`src/sd_dma_pkg.sv`:
```
`default_nettype none

package sd_dma_pkg;

	////////////////////////////////////////////////////////////
	// sizes

	localparam int data_w    = 8;   // byte lane
	localparam int addr_w    = 22;  // dma address, 4M space
	localparam int block_len = 512; // one sd block per transfer
	localparam int ptr_w     = 10;  // fifo index plus done bit

	////////////////////////////////////////////////////////////
	// cpu side register map

	localparam logic [1:0] reg_had = 2'b00; // address bits 21..16
	localparam logic [1:0] reg_mad = 2'b01; // address bits 15..8
	localparam logic [1:0] reg_lad = 2'b10; // address bits 7..0
	localparam logic [1:0] reg_cst = 2'b11; // control and status

	localparam int cst_on_bit  = 7; // go / busy
	localparam int cst_snr_bit = 0; // 1 = send to card

	////////////////////////////////////////////////////////////
	// buses

	typedef struct packed
	{
		logic              sel;    // module selected
		logic              wr;     // write strobe
		logic [1:0]        regsel; // register code
		logic [data_w-1:0] din;    // write data
	} reg_bus_t;

	typedef struct packed
	{
		logic              start;      // one cycle exchange trigger
		logic              override;   // engine owns the spi
		logic [data_w-1:0] datatosend; // byte shifted out
	} spi_ctl_t;

	typedef struct packed
	{
		logic              stb;  // push strobe
		logic [data_w-1:0] data; // pushed byte
	} fifo_wr_t;

	typedef struct packed
	{
		logic wdone; // all bytes written
		logic rdone; // all bytes read back
		logic empty; // nothing to read right now
	} fifo_stat_t;

	typedef struct packed
	{
		logic              req; // level until ack
		logic              rnw; // 1 = memory read
		logic [data_w-1:0] wd;  // write data, valid at ack
	} dma_bus_t;

	typedef enum logic [1:0]
	{
		sd_idle     = 2'd0,
		sd_rx_start = 2'd1, // fire next read exchange
		sd_rx_wait  = 2'd2, // card shifting, byte lands on sd_rdy
		sd_tx_wait  = 2'd3  // fire when card ready and data present
	} sd_state_t;

	typedef enum logic [2:0]
	{
		dma_idle    = 3'd0,
		dma_put_req = 3'd1, // fifo -> memory, waiting ack
		dma_put_end = 3'd2,
		dma_get_req = 3'd3, // memory -> fifo, waiting ack
		dma_get_end = 3'd4
	} dma_state_t;

endpackage

`default_nettype wire
```
`src/sd_dma_top.sv`:
```
`timescale 1ns/100ps
`default_nettype none

module sd_dma_top
(
	input  wire                               clk,
	input  wire                               rst_n,
	input  wire sd_dma_pkg::reg_bus_t         bus,
	output logic [sd_dma_pkg::data_w-1:0]     dout,
	input  wire                               sd_rdy,
	input  wire [sd_dma_pkg::data_w-1:0]      sd_receiveddata,
	output sd_dma_pkg::spi_ctl_t              spi,
	output logic [sd_dma_pkg::addr_w-1:0]     dma_addr,
	output sd_dma_pkg::dma_bus_t              dma,
	input  wire [sd_dma_pkg::data_w-1:0]      dma_rd,
	input  wire                               dma_ack,
	input  wire                               dma_end
);
	logic                          snr;         // direction level
	logic                          start_pulse; // kicks fifo and both sides
	logic                          sd_busy;
	logic                          dma_busy;
	sd_dma_pkg::fifo_wr_t          sd_wr;       // card -> fifo
	sd_dma_pkg::fifo_wr_t          dma_wr;      // memory -> fifo
	logic                          sd_rd_stb;
	logic                          dma_rd_stb;
	sd_dma_pkg::fifo_stat_t        stat;
	logic [sd_dma_pkg::data_w-1:0] fifo_rd;

	sd_dma_regs u_regs (.clk, .rst_n, .bus, .dma_ack, .sd_busy, .dma_busy, .dout, .dma_addr,
		.dma_on(), .snr, .start_pulse);

	sd_dma_fifo u_fifo (.clk, .rst_n, .init(start_pulse), .sd_wr, .dma_wr, .sd_rd_stb,
		.dma_rd_stb, .stat, .rd(fifo_rd));

	sd_spi_seq u_spi_seq (.clk, .rst_n, .start_pulse, .snr, .sd_rdy, .sd_receiveddata, .stat,
		.fifo_rd, .spi, .sd_wr, .rd_stb(sd_rd_stb), .busy(sd_busy));

	sd_dma_seq u_dma_seq (.clk, .rst_n, .start_pulse, .snr, .dma_ack, .dma_end, .dma_rd, .stat,
		.fifo_rd, .dma, .dma_wr, .rd_stb(dma_rd_stb), .busy(dma_busy));

endmodule

`default_nettype wire

```
`src/sd_dma_seq.sv`:
```
`timescale 1ns/100ps
`default_nettype none

module sd_dma_seq
(
	input  wire                               clk,
	input  wire                               rst_n,
	input  wire                               start_pulse,
	input  wire                               snr,
	input  wire                               dma_ack,
	input  wire                               dma_end,
	input  wire [sd_dma_pkg::data_w-1:0]      dma_rd,
	input  wire sd_dma_pkg::fifo_stat_t       stat,
	input  wire [sd_dma_pkg::data_w-1:0]      fifo_rd,
	output sd_dma_pkg::dma_bus_t              dma,
	output sd_dma_pkg::fifo_wr_t              dma_wr,
	output logic                              rd_stb,
	output logic                              busy
);
	sd_dma_pkg::dma_state_t state;
	sd_dma_pkg::dma_state_t next_state;
	logic                   put_go;  // byte ready for memory
	logic                   get_go;  // room left for another byte
	logic                   get_on;  // memory read phase

	always_ff @(posedge clk or negedge rst_n)
	begin
		if (!rst_n)
			state <= sd_dma_pkg::dma_idle;
		else
			state <= next_state;
	end

	assign put_go = (state == sd_dma_pkg::dma_put_req) && !stat.rdone && !stat.empty;
	assign get_go = (state == sd_dma_pkg::dma_get_req) && !stat.wdone;
	assign get_on = (state == sd_dma_pkg::dma_get_req) || (state == sd_dma_pkg::dma_get_end);

	////////////////////////////////////////////////////////////
	// next state

	always_comb
	begin
		next_state = state;
		case (state)
			sd_dma_pkg::dma_idle:
				if (start_pulse)
					next_state = snr ? sd_dma_pkg::dma_get_req : sd_dma_pkg::dma_put_req;
			sd_dma_pkg::dma_put_req:
				if (stat.rdone)
					next_state = sd_dma_pkg::dma_idle; // block stored
				else if (put_go && dma_ack)
					next_state = sd_dma_pkg::dma_put_end;
			sd_dma_pkg::dma_put_end:
				if (dma_end)
					next_state = sd_dma_pkg::dma_put_req;
			sd_dma_pkg::dma_get_req:
				if (stat.wdone)
					next_state = sd_dma_pkg::dma_idle; // block fetched
				else if (dma_ack)
					next_state = sd_dma_pkg::dma_get_end;
			sd_dma_pkg::dma_get_end:
				if (dma_end)
					next_state = sd_dma_pkg::dma_get_req;
			default:
				next_state = sd_dma_pkg::dma_idle;
		endcase
	end

	////////////////////////////////////////////////////////////
	// outputs

	always_comb
	begin
		busy        = (state != sd_dma_pkg::dma_idle);
		dma.req     = put_go || get_go; // stays up until ack
		dma.rnw     = get_on;
		dma.wd      = fifo_rd;          // stable until the pop at ack
		rd_stb      = put_go && dma_ack;
		dma_wr.stb  = (state == sd_dma_pkg::dma_get_end) && dma_end;
		dma_wr.data = dma_rd;           // read data valid at end
	end

	// memory side must not answer an absent request
	a_ack_req: assert property (@(posedge clk) disable iff (!rst_n) dma_ack |-> dma.req);

endmodule

`default_nettype wire

```
`src/sd_spi_seq.sv`:
```
`timescale 1ns/100ps
`default_nettype none

module sd_spi_seq
(
	input  wire                               clk,
	input  wire                               rst_n,
	input  wire                               start_pulse,
	input  wire                               snr,
	input  wire                               sd_rdy,
	input  wire [sd_dma_pkg::data_w-1:0]      sd_receiveddata,
	input  wire sd_dma_pkg::fifo_stat_t       stat,
	input  wire [sd_dma_pkg::data_w-1:0]      fifo_rd,
	output sd_dma_pkg::spi_ctl_t              spi,
	output sd_dma_pkg::fifo_wr_t              sd_wr,
	output logic                              rd_stb,
	output logic                              busy
);
	sd_dma_pkg::sd_state_t state;
	sd_dma_pkg::sd_state_t next_state;
	logic                  rx_go; // fire a dummy read exchange
	logic                  tx_go; // fire a send exchange

	always_ff @(posedge clk or negedge rst_n)
	begin
		if (!rst_n)
			state <= sd_dma_pkg::sd_idle;
		else
			state <= next_state;
	end

	assign rx_go = (state == sd_dma_pkg::sd_rx_start) && !stat.wdone && sd_rdy;
	assign tx_go = (state == sd_dma_pkg::sd_tx_wait) && !stat.rdone && !stat.empty && sd_rdy;

	////////////////////////////////////////////////////////////
	// next state

	always_comb
	begin
		next_state = state;
		case (state)
			sd_dma_pkg::sd_idle:
				if (start_pulse)
					next_state = snr ? sd_dma_pkg::sd_tx_wait : sd_dma_pkg::sd_rx_start;
			sd_dma_pkg::sd_rx_start:
				if (stat.wdone)
					next_state = sd_dma_pkg::sd_idle; // whole block received
				else if (rx_go)
					next_state = sd_dma_pkg::sd_rx_wait;
			sd_dma_pkg::sd_rx_wait:
				if (sd_rdy)
					next_state = sd_dma_pkg::sd_rx_start; // byte pushed this cycle
			sd_dma_pkg::sd_tx_wait:
				if (stat.rdone && sd_rdy)
					next_state = sd_dma_pkg::sd_idle; // last byte fully shifted
			default:
				next_state = sd_dma_pkg::sd_idle;
		endcase
	end

	////////////////////////////////////////////////////////////
	// outputs

	always_comb
	begin
		busy              = (state != sd_dma_pkg::sd_idle);
		spi.start         = rx_go || tx_go;
		spi.override      = busy; // hold the spi for the whole block
		spi.datatosend    = (state == sd_dma_pkg::sd_tx_wait) ? fifo_rd : 8'hFF;
		sd_wr.stb         = (state == sd_dma_pkg::sd_rx_wait) && sd_rdy;
		sd_wr.data        = sd_receiveddata;
		rd_stb            = tx_go; // pop together with start
	end

	// card takes the exchange and drops ready
	a_start_rdy: assert property (@(posedge clk) disable iff (!rst_n) spi.start |=> !sd_rdy);

endmodule

`default_nettype wire

```
`src/sd_dma_fifo.sv`:
```
`timescale 1ns/100ps
`default_nettype none

module sd_dma_fifo
(
	input  wire                               clk,
	input  wire                               rst_n,
	input  wire                               init,
	input  wire sd_dma_pkg::fifo_wr_t         sd_wr,
	input  wire sd_dma_pkg::fifo_wr_t         dma_wr,
	input  wire                               sd_rd_stb,
	input  wire                               dma_rd_stb,
	output sd_dma_pkg::fifo_stat_t            stat,
	output logic [sd_dma_pkg::data_w-1:0]     rd
);
	logic [sd_dma_pkg::ptr_w-1:0]  wptr;     // top bit = write done
	logic [sd_dma_pkg::ptr_w-1:0]  rptr;     // top bit = read done
	logic [sd_dma_pkg::data_w-1:0] mem [sd_dma_pkg::block_len];
	logic                          wr_stb;
	logic                          rd_stb;
	logic [sd_dma_pkg::data_w-1:0] wd;

	assign wr_stb = sd_wr.stb | dma_wr.stb;           // one side per direction
	assign rd_stb = sd_rd_stb | dma_rd_stb;
	assign wd     = sd_wr.stb ? sd_wr.data : dma_wr.data;

	always_ff @(posedge clk or negedge rst_n)
	begin
		if (!rst_n)
		begin
			wptr <= '0;
			rptr <= '0;
		end
		else if (init)
		begin
			wptr <= '0; // rearm for next block
			rptr <= '0;
		end
		else
		begin
			if (wr_stb)
				wptr <= wptr + 1'b1;
			if (rd_stb)
				rptr <= rptr + 1'b1;
		end
	end

	always_ff @(posedge clk)
	begin
		if (wr_stb)
			mem[wptr[sd_dma_pkg::ptr_w-2:0]] <= wd;
	end

	assign rd         = mem[rptr[sd_dma_pkg::ptr_w-2:0]]; // byte at read pointer
	assign stat.wdone = wptr[sd_dma_pkg::ptr_w-1];
	assign stat.rdone = rptr[sd_dma_pkg::ptr_w-1];
	assign stat.empty = (wptr == rptr);

	// pointer desync guards
	a_no_rd_empty: assert property (@(posedge clk) disable iff (!rst_n) rd_stb |-> !stat.empty);
	a_no_wr_done:  assert property (@(posedge clk) disable iff (!rst_n) wr_stb |-> !stat.wdone);

endmodule

`default_nettype wire

```
`src/sd_dma_regs.sv`:
```
`timescale 1ns/100ps
`default_nettype none

module sd_dma_regs
(
	input  wire                               clk,
	input  wire                               rst_n,
	input  wire sd_dma_pkg::reg_bus_t         bus,
	input  wire                               dma_ack,
	input  wire                               sd_busy,
	input  wire                               dma_busy,
	output logic [sd_dma_pkg::data_w-1:0]     dout,
	output logic [sd_dma_pkg::addr_w-1:0]     dma_addr,
	output logic                              dma_on,
	output logic                              snr,
	output logic                              start_pulse
);
	logic reg_wr; // cpu write this cycle
	logic go_wr;  // accepted control write
	logic finish; // both sides settled

	assign reg_wr = bus.sel && bus.wr;
	assign go_wr  = reg_wr && (bus.regsel == sd_dma_pkg::reg_cst) && !dma_on; // locked while running
	assign finish = dma_on && !start_pulse && !sd_busy && !dma_busy;

	////////////////////////////////////////////////////////////
	// readback

	always_comb
	begin
		dout = '0;
		case (bus.regsel)
			sd_dma_pkg::reg_had: dout = {2'b00, dma_addr[sd_dma_pkg::addr_w-1:16]};
			sd_dma_pkg::reg_mad: dout = dma_addr[15:8];
			sd_dma_pkg::reg_lad: dout = dma_addr[7:0];
			sd_dma_pkg::reg_cst:
			begin
				dout[sd_dma_pkg::cst_on_bit]  = dma_on;
				dout[sd_dma_pkg::cst_snr_bit] = snr; // burst bit stays 0
			end
		endcase
	end

	////////////////////////////////////////////////////////////
	// control and address

	always_ff @(posedge clk or negedge rst_n)
	begin
		if (!rst_n)
		begin
			dma_on      <= 1'b0;
			snr         <= 1'b0; // receive is the harmless default
			start_pulse <= 1'b0;
			dma_addr    <= '0;
		end
		else
		begin
			start_pulse <= go_wr && bus.din[sd_dma_pkg::cst_on_bit]; // one cycle kick
			if (go_wr)
			begin
				dma_on <= bus.din[sd_dma_pkg::cst_on_bit];
				snr    <= bus.din[sd_dma_pkg::cst_snr_bit];
			end
			else if (finish)
				dma_on <= 1'b0; // self clear

			if (dma_ack && dma_on)
				dma_addr <= dma_addr + 1'b1; // bump on every memory cycle
			else if (reg_wr && (bus.regsel == sd_dma_pkg::reg_had))
				dma_addr[sd_dma_pkg::addr_w-1:16] <= bus.din[sd_dma_pkg::addr_w-17:0];
			else if (reg_wr && (bus.regsel == sd_dma_pkg::reg_mad))
				dma_addr[15:8] <= bus.din;
			else if (reg_wr && (bus.regsel == sd_dma_pkg::reg_lad))
				dma_addr[7:0] <= bus.din;
		end
	end

	// a new start may only come out of an idle engine
	a_start_idle: assert property (@(posedge clk) disable iff (!rst_n)
		start_pulse |-> (!sd_busy && !dma_busy));

endmodule

`default_nettype wire

```
`config.mk`:
```
export PLATFORM = sky130hd
export DESIGN_NAME = sd_dma_top
export DESIGN_NICKNAME = d
export VERILOG_FILES = /design/src/sd_dma_pkg.sv /design/src/sd_dma_top.sv /design/src/sd_dma_seq.sv /design/src/sd_spi_seq.sv /design/src/sd_dma_fifo.sv /design/src/sd_dma_regs.sv
export SDC_FILE = /design/constraint.sdc
export NUM_CORES = 2
export LEC_CHECK = 0
export ABC_CLOCK_PERIOD_IN_PS = 9510
export BUFFER_PORTS_ARGS = -buffer_cell sky130_fd_sc_hd__buf_2
export CORE_MARGIN = 2
export CORE_UTILIZATION = 50
export CTS_CLUSTER_DIAMETER = 80
export DETAILED_ROUTE_END_ITERATION = 8
export HOLD_SLACK_MARGIN = 0.05
export PLACE_DENSITY = 0.65
export RECOVER_POWER = 100
export SLEW_MARGIN = 20
export SYNTH_ARGS = -nofsm -noshare
export SYNTH_HDL_FRONTEND = slang
export SYNTH_HIERARCHICAL = 1
export SYNTH_SLANG_ARGS = --single-unit
export TNS_END_PERCENT = 10
```
`constraint.sdc`:
```
create_clock -name clk -period 9.51 [get_ports clk]
set_input_delay 2.3775 -clock clk [delete_from_list [all_inputs] [get_ports clk]]
set_output_delay 2.3775 -clock clk [all_outputs]
set_load 0.03 [all_outputs]
```
* Yosys cells after proc, flatten, opt, wreduce, memory -nomap -nowiden *
Memories as Yosys holds them, arrays and structs flattened.
Index checks and enable logic that the tools add are counted.

cells by class
  mux-type cells = 35
  bitwise logic cells = 2
  equality and inequality tests = 22
  reduce and logical (&&, ||, !) cells = 48
  $add $sub $neg = 3

operator list
  operator                                                                 number
  10-bit 2-to-1 mux                                                        4
  8-bit 2-to-1 mux                                                         5
  1-bit logical AND                                                        23
  22-bit by 1-bit adder with 22-bit output, second input constant          1
  22-bit 2-to-1 mux                                                        1
  3-bit 2-to-1 mux                                                         7
  10-bit by 1-bit adder with 10-bit output, second input constant          2
  6-bit one-hot mux with 3 select lines                                    1
  16-bit 2-to-1 mux                                                        1
  3-bit one-hot mux with 5 select lines                                    1
  2-bit 2-to-1 mux                                                         7
  2-bit nonzero test                                                       7
  10-bit == test                                                           1
  2-bit inequality test, second input constant                             5
  2-bit == test, second input constant                                     4
  1-bit one-hot mux with 4 select lines                                    2
  2-bit one-hot mux with 4 select lines                                    1
  1-bit logical NOT                                                        7
  3-bit by 2-bit == test with 1-bit output, second input constant          2
  6-bit 2-to-1 mux                                                         1
  2-bit by 1-bit inequality test with 1-bit output, second input constant  3
  3-bit inequality test, second input constant                             2
  5-bit AND reduction                                                      1
  2-bit by 1-bit == test with 1-bit output, second input constant          2
  other kinds (12)                                                         19

word-level totals
  memories = 1
  flip-flop bits (word level) = 50
  bits in writable memories = 4096
  input port bits = 33

memories
  memory      depth  width  read ports  clocked after Yosys merged registers in  write ports  RTL line           text
  u_fifo.mem  512    8      1           0                                        1            sd_dma_fifo.sv:18  logic [sd_dma_pkg::data_w-1:0] mem [sd_dma_pkg::block_len];

* Depth between registers and ports, before layout *
  depth in word-level cells = 7
  gate-level depth with buffers = 19

* Hierarchy *
Netlist, hierarchy kept.

modules (own cells, without submodules)
  module       area each (µm²)  instances  cells each
  sd_dma_fifo  160043.5         1          7652
  sd_dma_regs  1730.4           1          195
  sd_dma_seq   464.2            1          49
  sd_spi_seq   284.0            1          40

* Least setup slack after synthesis *
OpenSTA, ideal clock, no wires.

  path kind = input-to-reg
  start = input sd_rdy
  end = memory u_fifo/mem[0][0] (netlist bit) (data pin)
  library setup time = 914 ps
  required time = 8596 ps
  stages = 3
  slack = 2170 ps
  arrival = 6426 ps
  path buffers = 1
  cell sequence = and3_1 > clkbuf_1 > mux2_2

between the ends
  longest elaborated chain between the ends = 2

RTL lines
  element                  RTL line           text
  start, declared          sd_dma_top.sv:10   input wire sd_rdy,
  1-bit logical AND        sd_spi_seq.sv:70   sd_wr.stb = (state == sd_dma_pkg::sd_rx_wait) && sd_rdy;
  8-bit 2-to-1 mux         sd_dma_fifo.sv:25  assign wd = sd_wr.stb ? sd_wr.data : dma_wr.data;
  via u_fifo.wd (one bit)  sd_dma_fifo.sv:21  logic [sd_dma_pkg::data_w-1:0] wd;
  end, declared            sd_dma_fifo.sv:18

The timed path passes the listed nets, and every way through them passes these cells.

==> results.sh <==
export IMPL_cpPeakStageDelay_ns=1.35
export IMPL_critPathSlowestCell="dfrtp_2"
export IMPL_synth_compound_area_frac=0.03037
export IMPL_routed_wirelength_um=445300
export IMPL_grt_pass1_wl_um=628000
export IMPL_synth_edff_count=4096
export IMPL_synth_xor_area_share=0.001347
export IMPL_post_cts_buffers=0
export IMPL_fin_ws_ns=0.1677
export IMPL_port_buffers=82
export IMPL_fin_hold_ws_ns=0.5488
export IMPL_async_flop_share=0.01206
export IMPL_fmax_ghz=0.1070
export IMPL_io_pins=83
export IMPL_register_area_sq_um=124300
export IMPL_irDropWorstVdd_mv=0.2976
export IMPL_clkTransAtPathRegs_ns=0.07
export IMPL_final_net_count=8139
export IMPL_synth_seq_area_share=0.7645
export IMPL_status="finished, violations left"
export IMPL_top_usage_layer="met2"
export IMPL_setup_viol=0
export IMPL_postCtsHoldBufs=0
export IMPL_synth_top_family_by_area="multiplexers"
export IMPL_p_leak_nw=55.39
export IMPL_die_y_um=574.1
export IMPL_clock_latency_ns=0.96
export IMPL_grt_max_degree=211
export IMPL_synthDistinctLibCells=95
export IMPL_synth_most_common_cell="edfxtp_1"
export IMPL_synth_mux_area_frac=0.1482
export IMPL_dp_hpwl_um=263200
export IMPL_tritoncts="done"
export IMPL_grt_pass1_vias=82402
export IMPL_multiInputGateArea_sq_um=35140
export IMPL_end_kind="output port"
export IMPL_synth_fp_nets=7975
export IMPL_total_power_w=0.05219
export IMPL_yosysTopAreaCell="edfxtp_1"
export IMPL_worst_pin_slew_ns=5.944
export IMPL_synth_area_sq_um=162500
export IMPL_drc=0
export IMPL_ant_nets=0
export IMPL_maxCapViolCount=50
export IMPL_fin_crit_ns=9.342
export IMPL_synth_avg_cell_area_sq_um=20.48
export IMPL_gp_congestion=0.8770
export IMPL_routedWlPerCell_um=34.82
export IMPL_grt_ovfl_total=0
export IMPL_cts_buffers=413
export IMPL_start_util=0.5020
export IMPL_synth_area_top_cells="edfxtp_1 (76%), mux4_2 (13%), mux2i_1 (1.8%)"
export IMPL_drive_above_1_share=0.2156
export IMPL_slew_headroom=-2.962
export IMPL_start_kind="flip-flop"
export IMPL_routed_via_density=6.566
export IMPL_synth_simple_gate_area_frac=0.03491
export IMPL_vias=83983
export IMPL_core_sq_um=323700
export IMPL_hold_class="flip-flop to flip-flop"
export IMPL_hold_viol_final=0
export IMPL_crit_chain="or2_0 -> buf_4 -> buf_4 -> o22ai_1 -> or3_1 -> o211ai_1 -> a31oi_1 -> nor3_1 -> o32a_1 -> or2_2 -> buf_2"
export IMPL_required_ns=7.13
export IMPL_post_place_ws_ns=1.377
export IMPL_drt_iter0_drc=12435
export IMPL_rsz0062_at_grt="false"
export IMPL_power_density_nw_per_um2=289.3
export IMPL_ys_flop_type="edfxtp_1"
export IMPL_areaGrowthSynthToFinish_pct=10.98
export IMPL_post_cts_resized=0
export IMPL_post_route_period_util=0.9824
export IMPL_critPathKind="flip-flop to output port"
export IMPL_yosys_warnings=6
export IMPL_path_max_fanout=42
export IMPL_synth_seq_cells=4146
export IMPL_synth_top_area_share=0.7568
export IMPL_grt_usage=0.2667
export IMPL_violations="max-capacitance violations, max-slew violations"
export IMPL_die_w_um=574.1
export IMPL_ys_top_cells_by_count="edfxtp_1 (4096), mux4_2 (930), nor2_1 (617)"
export IMPL_rows=209
export IMPL_gr_usage_met3=0.05711
export IMPL_clockBufferDepth=4
export IMPL_die_area_sq_um=329600
export IMPL_dr_pass1_iters=6
export IMPL_fill_cells=24145
export IMPL_worst_endpoint_arrival_ns=6.96
export IMPL_finClkSkew_ns=0.06008
export IMPL_cts_root_buf="clkbuf_16"
export IMPL_synthAdderAreaFrac=0.0004619
export IMPL_antenna_found_initial=22
export IMPL_h_tree_depth=5
export IMPL_synth_cells=7936
export IMPL_tns_ns=0
export IMPL_met2_usage=0.4144
export IMPL_cp_common_cell="buf_4"
export IMPL_clock_sinks=4146
export IMPL_grt_use_met1=0.3731
export IMPL_slew_violations=2842
-- critical path: cells and delay by family, from the launching register on --
family / cells / cell delay [ns]
AOI/OAI and AO/OA: 4 / 0.98
DFF: 1 / 1.35
buffers and inverters: 3 / 0.85
and+or+nand+nor: 4 / 2.77
-- report_power, final --
part / switching (W) / leakage (nW) / internal, W
combinational: 0.00937 / 11.5 / 0.00525
sequential: 0.000367 / 37.4 / 0.0212
clock: 0.00694 / 6.51 / 0.00907
total: 0.0167 / 55.4 / 0.0355
-- final timing paths --
kind | cells after the start | from | end | slack (ns)
setup / recovery | 11 | u_fifo/rptr[3] | spi[5] | 0.17
hold / removal | 1 | u_regs/dma_addr[21] | u_regs/dma_addr[21] | 0.55
setup reg to reg | 3 | u_spi_seq/state[1] | u_fifo/mem[437][4] | 1.89
hold reg to reg | 1 | u_regs/dma_addr[21] | u_regs/dma_addr[21] | 0.55
max in group asynchronous | 2 | rst_n | u_fifo/rptr[2] | 4.92
min in group asynchronous | 2 | rst_n | u_dma_seq/state[0] | 2.48
-- kinds of logic after synthesis --
kind of cell	Yosys count
buffers and inverters	539
XOR/XNOR	25
flip-flops	4146
AND/OR/NAND/NOR	1262
adder cells (fa/ha/maj)	6
AO/OA/AOI/OAI	716
multiplexers	1242
-- routing by layer --
layer | up-vias | routed length [um]
met4 | 8 | 18260
met5 | - | 56
met1 | 44807 | 168500
li1 | 33241 | -
met2 | 5042 | 211200
met3 | 885 | 47380
-- per-stage QoR --
stage / cells / area [sq um] / util
2_1_floorplan: 7936 / 162500 / -
3_3_place_gp: 12008 / 167500 / 0.5173
3_5_place_dp: 12009 / 167500 / 0.5174
4_1_cts: 12771 / 180800 / 0.5583
5_1_grt: 12774 / 180300 / 0.5570
6_report: 12790 / 180400 / 0.5571
-- sequential cells by signal (all words and copies together), names as in the netlist --
signal	count
u_regs/start_pulse	1
u_fifo/rptr	10
u_dma_seq/state	3
u_fifo/wptr	10
u_fifo/mem	4096
u_regs/dma_on	1
u_regs/dma_addr	22
u_regs/snr	1
u_spi_seq/state	2
-- area by class of cell --
class / instances / area share
inverter: 13 / 0.0003122
timing repair buffer: 275 / 0.01220
antenna: 18 / 0.0002497
tap: 4325 / 0.03000
clock inverter: 274 / 0.01376
sequential: 4146 / 0.6890
multi-input combinational: 3251 / 0.1948
clock buffer: 488 / 0.05968
-- layout by cell type, fill, tap and decap left out, drive strengths merged, types with 86 or more instances in the layout --
cell	count
a21oi	86
a22oi	125
buf	202
clkbuf	561
clkinv	219
edfxtp	4096
mux2i	293
mux4	930
nand2	262
nand3	96
nor2	617
o21ai	105
o22ai	140
Power figures use the tool's default switching activity.
